==> src/logic/sparcCtrlPkg.sv <==
package sparcCtrlPkg;

	// Instruction word and field types
	typedef logic [31:0] instr_t;
	typedef logic [3:0] icc_t;
	typedef logic [3:0] cond_t;
	typedef logic [5:0] op3_t;
	typedef logic [2:0] op2_t;
	typedef logic [1:0] fmt_t;

	// Format field in bits 31:30
	localparam fmt_t fmtBranch = 2'b00;
	localparam fmt_t fmtCall = 2'b01;
	localparam fmt_t fmtAlu = 2'b10;
	localparam fmt_t fmtMem = 2'b11;

	localparam op2_t op2Bicc = 3'b010;
	localparam op2_t op2Sethi = 3'b100;

	// ADD/AND/OR/XOR/SUB/ANDN/ORN/XNOR and their cc forms
	// The ? bits match anything
	localparam op3_t op3AluBasic = 6'b0?0???;
	// ADDX/SUBX and their cc forms
	localparam op3_t op3AluCarry = 6'b0?1?00;
	localparam op3_t op3Sll = 6'b100101;
	localparam op3_t op3Srl = 6'b100110;
	localparam op3_t op3Sra = 6'b100111;
	localparam op3_t op3Jmpl = 6'b111000;
	localparam op3_t op3Ticc = 6'b111010;

	localparam cond_t condNever = 4'b0000;
	localparam cond_t condAlways = 4'b1000;

	// Single-bit fields
	localparam int immBit = 13;
	localparam int annulBit = 29;
	localparam int lsDirBit = 21;

	typedef enum logic [3:0] {
		clsAluReg, clsAluImm, clsLoadStore, clsCall, clsJmpl, clsSethi,
		clsBranchTaken, clsBranchNotTaken, clsBranchAnnul, clsNop,
		clsSoftTrap, clsIllegal
	} instrClass_t;

	typedef enum logic [4:0] {
		stReset, stInit, stAdvance, stFetch, stDecode,
		stAluReg, stAluImm, stLsAddr, stLoadWait, stLoadWrite, stStoreWait,
		stCall, stCallLink, stJmpl, stSethi, stBranch, stAnnul,
		stTrapEntry, stTrapSave, stTrapVector
	} ctrlState_t;

	typedef enum logic [1:0] {causeNone, causeExternal, causeSoftware, causeIllegal} trapCause_t;

	// Next-PC source
	typedef enum logic [1:0] {pcSeq, pcTarget, pcAlu, pcTrap} pcSrc_t;

	typedef enum logic [1:0] {opReg, opImm, opPc, opMem} operandSel_t;

	typedef struct packed {
		logic pcLoad;
		logic npcLoad;
		pcSrc_t pcSrc;
		logic irLoad;
		logic marLoad;
		logic mdrLoad;
		logic memStart;
		logic memRead;
		logic rfWrite;
		operandSel_t operandSel;
		logic linkWrite;
		logic trapEnter;
		trapCause_t trapCause;
	} ctrlWord_t;

	// Sequencer state together with the pending trap cause
	typedef struct packed {
		ctrlState_t state;
		trapCause_t cause;
	} seqStatus_t;

endpackage
==> src/logic/controlUnit.sv <==
module controlUnit (
	input logic Clk,
	input logic Clr,
	input sparcCtrlPkg::instr_t ir,
	input sparcCtrlPkg::icc_t icc,
	input logic MFC,
	input logic externalTrap,
	output sparcCtrlPkg::ctrlWord_t ctrl,
	output logic memStart
);
	import sparcCtrlPkg::*;

	instrClass_t cls;
	seqStatus_t status;

	instrDecode instrDecode_i (
		.ir(ir),
		.icc(icc),
		.cls(cls)
	);

	seqState seqState_i (
		.Clk(Clk),
		.Clr(Clr),
		.cls(cls),
		.ir(ir),
		.MFC(MFC),
		.externalTrap(externalTrap),
		.status(status)
	);

	ctrlWordGen ctrlWordGen_i (
		.Clk(Clk),
		.Clr(Clr),
		.status(status),
		.ir(ir),
		.ctrl(ctrl),
		.memStart(memStart)
	);

endmodule

==> src/logic/ctrlWordGen.sv <==
module ctrlWordGen (
	input logic Clk,
	input logic Clr,
	input sparcCtrlPkg::seqStatus_t status,
	input sparcCtrlPkg::instr_t ir,
	output sparcCtrlPkg::ctrlWord_t ctrl,
	output logic memStart
);
	import sparcCtrlPkg::*;

	ctrlWord_t word;

	always_comb begin
		word = '0;
		case (status.state)
			stAdvance: begin
				word.pcLoad = 1'b1;
				word.npcLoad = 1'b1;
				word.pcSrc = pcSeq;
			end
			stFetch: begin
				word.memStart = 1'b1;
				word.memRead = 1'b1;
				word.marLoad = 1'b1;
				word.irLoad = 1'b1;
			end
			stAluReg: begin
				word.rfWrite = 1'b1;
				word.operandSel = opReg;
			end
			stAluImm, stSethi: begin
				word.rfWrite = 1'b1;
				word.operandSel = opImm;
			end
			stLoadWait: begin
				word.memStart = 1'b1;
				word.memRead = 1'b1;
			end
			stLoadWrite: begin
				word.mdrLoad = 1'b1;
				word.rfWrite = 1'b1;
				word.operandSel = opMem;
			end
			// Write cycle with memRead low
			stStoreWait: word.memStart = 1'b1;
			stCall: word.linkWrite = 1'b1;
			stCallLink, stBranch: begin
				word.pcLoad = 1'b1;
				word.npcLoad = 1'b1;
				word.pcSrc = pcTarget;
			end
			// Link and jump in one step
			// Target is rs1 plus rs2 or simm13
			stJmpl: begin
				word.linkWrite = 1'b1;
				word.operandSel = ir[immBit] ? opImm : opReg;
				word.pcLoad = 1'b1;
				word.npcLoad = 1'b1;
				word.pcSrc = pcAlu;
			end
			// Step nPC past the delay slot
			stAnnul: word.npcLoad = 1'b1;
			stTrapEntry: begin
				word.trapEnter = 1'b1;
				word.trapCause = status.cause;
			end
			stTrapSave: word.linkWrite = 1'b1;
			stTrapVector: begin
				word.pcLoad = 1'b1;
				word.npcLoad = 1'b1;
				word.pcSrc = pcTrap;
			end
			default: word = '0;
		endcase
	end

	// Control word follows the state by one clock
	always_ff @(posedge Clk or negedge Clr) begin
		if (!Clr)
			ctrl <= '0;
		else
			ctrl <= word;
	end

	assign memStart = ctrl.memStart;

endmodule

==> src/logic/seqState.sv <==
module seqState (
	input logic Clk,
	input logic Clr,
	input sparcCtrlPkg::instrClass_t cls,
	input sparcCtrlPkg::instr_t ir,
	input logic MFC,
	input logic externalTrap,
	output sparcCtrlPkg::seqStatus_t status
);
	import sparcCtrlPkg::*;

	ctrlState_t state;
	ctrlState_t stateNext;
	trapCause_t cause;
	trapCause_t causeNext;

	always_ff @(posedge Clk or negedge Clr) begin
		if (!Clr) begin
			state <= stReset;
			cause <= causeNone;
		end else begin
			state <= stateNext;
			cause <= causeNext;
		end
	end

	always_comb begin
		stateNext = state;
		case (state)
			stReset: stateNext = stInit;
			stInit: stateNext = stAdvance;
			// External traps are taken only at this instruction boundary
			stAdvance: stateNext = externalTrap ? stTrapEntry : stFetch;
			stFetch: stateNext = MFC ? stDecode : stFetch;
			stDecode: begin
				case (cls)
					clsAluReg: stateNext = stAluReg;
					clsAluImm: stateNext = stAluImm;
					clsLoadStore: stateNext = stLsAddr;
					clsCall: stateNext = stCall;
					clsJmpl: stateNext = stJmpl;
					clsSethi: stateNext = stSethi;
					clsBranchTaken: stateNext = stBranch;
					clsBranchAnnul: stateNext = stAnnul;
					clsSoftTrap, clsIllegal: stateNext = stTrapEntry;
					default: stateNext = stAdvance;
				endcase
			end
			stAluReg, stAluImm, stSethi: stateNext = stAdvance;
			stLsAddr: stateNext = ir[lsDirBit] ? stStoreWait : stLoadWait;
			stLoadWait: stateNext = MFC ? stLoadWrite : stLoadWait;
			stLoadWrite: stateNext = stAdvance;
			stStoreWait: stateNext = MFC ? stAdvance : stStoreWait;
			stCall: stateNext = stCallLink;
			// PC already holds the delay slot so fetch it directly
			stCallLink, stJmpl, stBranch: stateNext = stFetch;
			stAnnul: stateNext = stAdvance;
			stTrapEntry: stateNext = stTrapSave;
			stTrapSave: stateNext = stTrapVector;
			stTrapVector: stateNext = stAdvance;
			default: stateNext = stReset;
		endcase
	end

	// Cause is latched on the way into trap entry and dropped after the vector
	always_comb begin
		causeNext = cause;
		if (state == stTrapVector)
			causeNext = causeNone;
		if (stateNext == stTrapEntry) begin
			if (state == stAdvance)
				causeNext = causeExternal;
			else if (cls == clsSoftTrap)
				causeNext = causeSoftware;
			else
				causeNext = causeIllegal;
		end
	end

	assign status.state = state;
	assign status.cause = cause;

endmodule

==> src/logic/instrDecode.sv <==
module instrDecode (
	input sparcCtrlPkg::instr_t ir,
	input sparcCtrlPkg::icc_t icc,
	output sparcCtrlPkg::instrClass_t cls
);
	import sparcCtrlPkg::*;

	fmt_t fmt;
	op2_t op2;
	op3_t op3;
	cond_t cond;
	logic annul;
	logic imm;
	logic condTrue;

	assign fmt = ir[31:30];
	assign op2 = ir[24:22];
	assign op3 = ir[24:19];
	assign cond = ir[28:25];
	assign annul = ir[annulBit];
	assign imm = ir[immBit];

	// Bicc and Ticc share the condition field position
	condEval condEval_i (
		.cond(cond),
		.icc(icc),
		.taken(condTrue)
	);

	always_comb begin
		cls = clsIllegal;
		case (fmt)
			fmtBranch: begin
				if (op2 == op2Sethi)
					cls = clsSethi;
				else if (op2 == op2Bicc) begin
					if (cond == condAlways && annul)
						cls = clsBranchAnnul;
					else if (condTrue)
						cls = clsBranchTaken;
					else if (annul)
						cls = clsBranchAnnul;
					else if (cond == condNever)
						cls = clsNop;
					else
						cls = clsBranchNotTaken;
				end
			end
			fmtCall: cls = clsCall;
			fmtAlu: begin
				case (op3) inside
					op3AluBasic, op3AluCarry, op3Sll, op3Srl, op3Sra: begin
						cls = imm ? clsAluImm : clsAluReg;
					end
					op3Jmpl: cls = clsJmpl;
					// Trap on a true condition and do nothing otherwise
					op3Ticc: cls = condTrue ? clsSoftTrap : clsNop;
					default: cls = clsIllegal;
				endcase
			end
			fmtMem: cls = clsLoadStore;
			default: cls = clsIllegal;
		endcase
	end

endmodule

==> src/logic/condEval.sv <==
module condEval (
	input sparcCtrlPkg::cond_t cond,
	input sparcCtrlPkg::icc_t icc,
	output logic taken
);

	logic n;
	logic z;
	logic v;
	logic c;
	logic base;

	assign {n, z, v, c} = icc;

	// Low three bits select the test
	always_comb begin
		case (cond[2:0])
			3'd0: base = 1'b0;
			3'd1: base = z;
			3'd2: base = z | (n ^ v);
			3'd3: base = n ^ v;
			3'd4: base = c | z;
			3'd5: base = c;
			3'd6: base = n;
			default: base = v;
		endcase
	end

	// Bit 3 gives the complementary condition so never becomes always
	assign taken = base ^ cond[3];

endmodule

==> config.mk <==
export PLATFORM = sky130hd
export DESIGN_NAME = controlUnit
export DESIGN_NICKNAME = d
export VERILOG_FILES = /design/src/logic/sparcCtrlPkg.sv /design/src/logic/controlUnit.sv /design/src/logic/ctrlWordGen.sv /design/src/logic/seqState.sv /design/src/logic/instrDecode.sv /design/src/logic/condEval.sv
export SDC_FILE = /design/constraint.sdc
export NUM_CORES = 1
export LEC_CHECK = 0
export BUFFER_PORTS_ARGS = -buffer_cell sky130_fd_sc_hd__buf_4
export CORE_UTILIZATION = 51
export CTS_BUF_LIST = sky130_fd_sc_hd__clkbuf_4 sky130_fd_sc_hd__clkbuf_8
export CTS_CLUSTER_DIAMETER = 80
export CTS_CLUSTER_SIZE = 10
export DETAILED_ROUTE_END_ITERATION = 10
export GPL_ROUTABILITY_DRIVEN = 0
export PLACE_DENSITY_LB_ADDON = 0.1
export SLEW_MARGIN = 20
export SYNTH_ARGS = -nofsm -noshare
export SYNTH_HDL_FRONTEND = slang
export SYNTH_HIERARCHICAL = 1
export SYNTH_SLANG_ARGS = --single-unit
==> constraint.sdc <==
create_clock -name Clk -period 2.19 [get_ports Clk]
set_input_delay 0.1095 -clock Clk [delete_from_list [all_inputs] [get_ports Clk]]
set_output_delay 0.1095 -clock Clk [all_outputs]
set_load 0.1 [all_outputs]
==> results.md <==
Routing:
- The routed design has between 3000 and 4000 um of wire.
- The number of iterations in the first detailed-routing pass is 7.
- The DRC violation total after the first TritonRoute iteration is 48.
- The antenna violation net count after detailed routing is 0.
- The routed wire length per instance is between 10 and 15 um.
- The mean number of vias per cell is 5.78.
- For this block, the via count after detailed routing is 1,527.
- In the routed design, unresolved DRC markers number 2.

Status:
- The checks that failed: design-rule violations, negative setup slack.
- The flow ran to the end, but the final reports show violations.

Synthesis:
- The cell taking the most area after synthesis is sky130_fd_sc_hd__dfrtp_1.
- The average footprint of a synthesized cell is between 8 and 9 um2.
- The synthesized flop and latch total is 22.
- The proportion of register bits with asynchronous set or reset after synthesis is 1.00.
- The predominant post-synthesis flop cell is sky130_fd_sc_hd__dfrtp_1.
- Synthesis produced a netlist whose cell count is 180.
- The summed instance area of the synthesized netlist is roughly 1600 um2.
- Counting instances in the post-synthesis netlist gives the leading cell types as sky130_fd_sc_hd__dfrtp_1, sky130_fd_sc_hd__nand2_1, sky130_fd_sc_hd__nor2_1.
- Sorting the synthesized cells by area gives the leading types as sky130_fd_sc_hd__dfrtp_1, sky130_fd_sc_hd__nand2_1, sky130_fd_sc_hd__buf_4, sky130_fd_sc_hd__mux2i_1, sky130_fd_sc_hd__o21ai_0.
- Of the post-synthesis cell area, the dominant cell type holds 0.347.
- The most frequent cell after synthesis is sky130_fd_sc_hd__dfrtp_1.
- In this run, synthesis inferred 0 flip-flops with an integrated enable.
- The number of distinct library cells after synthesis is 53.
- Counting every net in the synthesized netlist gives 220.
- The synthesis warning total is 6.
- The sequential cell area fraction in the yosys report is 0.347.

Timing:
- In the final timing run, aggregate negative setup slack is -0.881 ns.
- For the pin with the worst max-slew slack, the measured transition is around 0.39 ns.
- The time the final worst path needs with I/O delays and setup is 2.60 ns.
- The setup-violating endpoint count in the final report is 3.
- Setup repair after global routing could not meet its margin everywhere.
- On the final layout, the worst clock skew is 0.0197 ns.
- The worst hold margin is approximately 0.19 ns.
- The maximum operating frequency is 384 MHz.
- In this run the tightest slew margin relative to its limit is 0.743.
- Setup slack on the critical path of the routed design comes to -0.411 ns.
- The final period utilization is 1.19.
- The total count of hold-check failures in the final report is 0.
- The final number of max-transition violations is 0.

Global route:
- The global-route usage over all layers is 0.231.
- The number of antenna violations at the first check in global routing was 0.
- The first global-routing pass estimated between 6000 and 7000 um of wire.
- The overflow left after global routing is 0.
- Entering global routing, the biggest net connects 23 pins.
- The via count of the first global-routing pass came to between 1,000 and 1,500.

Power:
- In this run the static leakage power is 0.961 nW.
- The peak ir drop on the vdd network is approximately 0.00077 V.
- For this design the ratio of total power to cell area is around 1300 nW/um2.
- The post-route total power is 0.00266 W.

Worst setup path:
- The critical path start-end classification is in -> reg.
- The startpoint kind of the worst setup timing path is a primary input.
- Data on the critical path is required at its endpoint by approximately 2.4 ns.
- In this run the worst path has a maximum fanout of 3.
- Data arrives at the worst endpoint at 2.80 ns.
- The kind of end point of the critical path is a flip-flop.

Clock tree:
- The root cell of the clock tree is sky130_fd_sc_hd__clkbuf_4.
- At the later pin of the worst-skew pair, clock insertion delay measures approximately 0.32 ns.
- The TritonCTS sink count is 22.
- After clock tree synthesis, the clock-pin slew on the worst setup and hold paths is between 0.1 and 0.15 ns.
- The total number of H-tree levels is 1.
- The clock tree from TritonCTS is built.
- Counting along the longest clock path gives a buffer depth of 2.
- Counting the buffers created by CTS gives 3.

Placement:
- The count of buffers added on input and output ports is 38.
- Counting tap cells, the placed design contains a total of 257 instances.
- The placed wire-length estimate after detailed placement is 2730 um.

Die:
- The initial core utilization is 0.556.
- After floorplanning, the core was sized to cover approximately 2900 um2.
- 57 I/O pins were placed.
- The die is approximately 58 um tall.
- The number of placement rows is 19.
- The horizontal extent of the die is roughly 58 um.
- The die covers ~3300 um2.

Final layout:
- The non-filler instance count after layout is around 260.
- The number of diodes added for antenna fixing is 0.
- The number of filler cells placed in the layout is 220.
- Compared with the post-synthesis result, the final layout area differs by 32.4%.
- The core occupancy in the finished layout is 0.736.
- The net count of the finished layout is approximately 270.
- Of the cells placed in the final design, the portion with a size suffix greater than 1 is 0.352.

Min path:
- In this run the worst hold path is classified as in -> reg.

Flow run:
- The tool flagged a number of max-cap violations equal to 0.
report_power, final:
group	total (W)	internal [W]	switching (W)
Clock	0.000309	0.000185	0.000124
Sequential	0.000626	0.000529	0.0000971
Combinational	0.00172	0.000553	0.00117
cells by family after synthesis:
kind of cell,share of synthesized area
and+or+nand+nor,0.297
AOI/OAI and AO/OA,0.214
DFF,0.347
buffers and inverters,0.0615
xor gates and xnor gates,0.0497
muxes,0.0315
critical path, stage by stage:
cell,delay [ns]
sky130_fd_sc_hd__buf_6,0.09
sky130_fd_sc_hd__xor2_1,0.15
sky130_fd_sc_hd__a221o_1,0.30
sky130_fd_sc_hd__o21ai_2,0.08
sky130_fd_sc_hd__xnor2_2,0.10
sky130_fd_sc_hd__nor2b_1,0.17
sky130_fd_sc_hd__nor3_1,0.07
sky130_fd_sc_hd__a221o_1,0.32
sky130_fd_sc_hd__nor3b_4,0.16
sky130_fd_sc_hd__and2b_1,0.20
sky130_fd_sc_hd__o21bai_1,0.11
sky130_fd_sc_hd__a21oi_1,0.09
sky130_fd_sc_hd__or4_4,0.52
sky130_fd_sc_hd__nand4b_4,0.20
sky130_fd_sc_hd__mux2i_1,0.14
state kept, by name, summed over array words and instances, names as in the netlist:
| register | count |
|---|---|
| ctrlWordGen_i/ctrl | 14 |
| seqState_i/state | 5 |
| seqState_i/cause | 2 |
| ctrlWordGen_i/memStart | 1 |
worst paths after layout:
path	slack, ns	to	startpoint	cells after the start
hold / removal	0.19	seqState_i/state[2]	MFC	3
setup reg to reg	0.35	seqState_i/cause[1]	seqState_i/state[2]	6
hold reg to reg	0.51	ctrlWordGen_i/ctrl[1]	seqState_i/cause[1]	1
setup / recovery	-0.41	seqState_i/cause[1]	ir[25]	15
min in group asynchronous	0.20	ctrlWordGen_i/ctrl[14]	Clr	2
max in group asynchronous	1.76	ctrlWordGen_i/ctrl[3]	Clr	2
placed cells by master, fill, tap and decap left out, types with 2 or more instances in the layout:
master                      count
sky130_fd_sc_hd__xor2_1         5
sky130_fd_sc_hd__o22ai_1        3
sky130_fd_sc_hd__nand3_1        4
sky130_fd_sc_hd__xnor2_1        3
sky130_fd_sc_hd__o21ai_2        2
sky130_fd_sc_hd__dfrtp_1       22
sky130_fd_sc_hd__o21ai_0        8
sky130_fd_sc_hd__clkbuf_4       3
sky130_fd_sc_hd__buf_4         58
sky130_fd_sc_hd__nor3_1         7
sky130_fd_sc_hd__o21ai_1        4
sky130_fd_sc_hd__nand2b_1       6
sky130_fd_sc_hd__nor2_1        13
sky130_fd_sc_hd__and2_1         4
sky130_fd_sc_hd__a221o_1        3
sky130_fd_sc_hd__nand3b_1       4
sky130_fd_sc_hd__inv_1          5
sky130_fd_sc_hd__nor2b_1        6
sky130_fd_sc_hd__a21oi_1        8
sky130_fd_sc_hd__nand2_1       15
sky130_fd_sc_hd__mux2i_1        5
sky130_fd_sc_hd__o2bb2ai_1      3
sky130_fd_sc_hd__buf_6          2
sky130_fd_sc_hd__nor4_1         2
sky130_fd_sc_hd__a211oi_1       4
routing by layer:
metal / share of wire / track usage
met2: 0.51 / 0.427
met3: 0.040 / 0.0313
met5: 0 / 0
met1: 0.43 / 0.260
met4: 0.021 / 0.112
area by class of cell:
type	count	area, um2	area share
clock inverters	1	30.0	0.0143
well taps	31	38.8	0.0185
flip-flops and latches	22	551	0.262
multi-input cells	140	968	0.461
clock buffers	3	22.5	0.0107
repair buffers	61	468	0.223
inverters	6	22.5	0.0107
through the flow:
| step | worst slack [ns] | area [um2] |
|---|---|---|
| after detailed placement | -0.801 | 2010 |
| after global placement | -0.742 | 2010 |
| final | -0.411 | 2100 |
| after global routing | -0.506 | 2100 |
| after floorplan | -0.570 | 1610 |
| after CTS | -0.421 | 2090 |
what timing repair did:
| action | in CTS | in global routing |
|---|---|---|
| hold buffers | 1 | 0 |
| endpoints found under the hold margin | 22 | 0 |
| gates resized for setup | 2 | 2 |
| endpoints found under the setup margin | 3 | 3 |
| buffers inserted | 1 | 1 |
| pin swaps | 4 | 1 |
No activity file was read; power rests on OpenSTA's default activity.
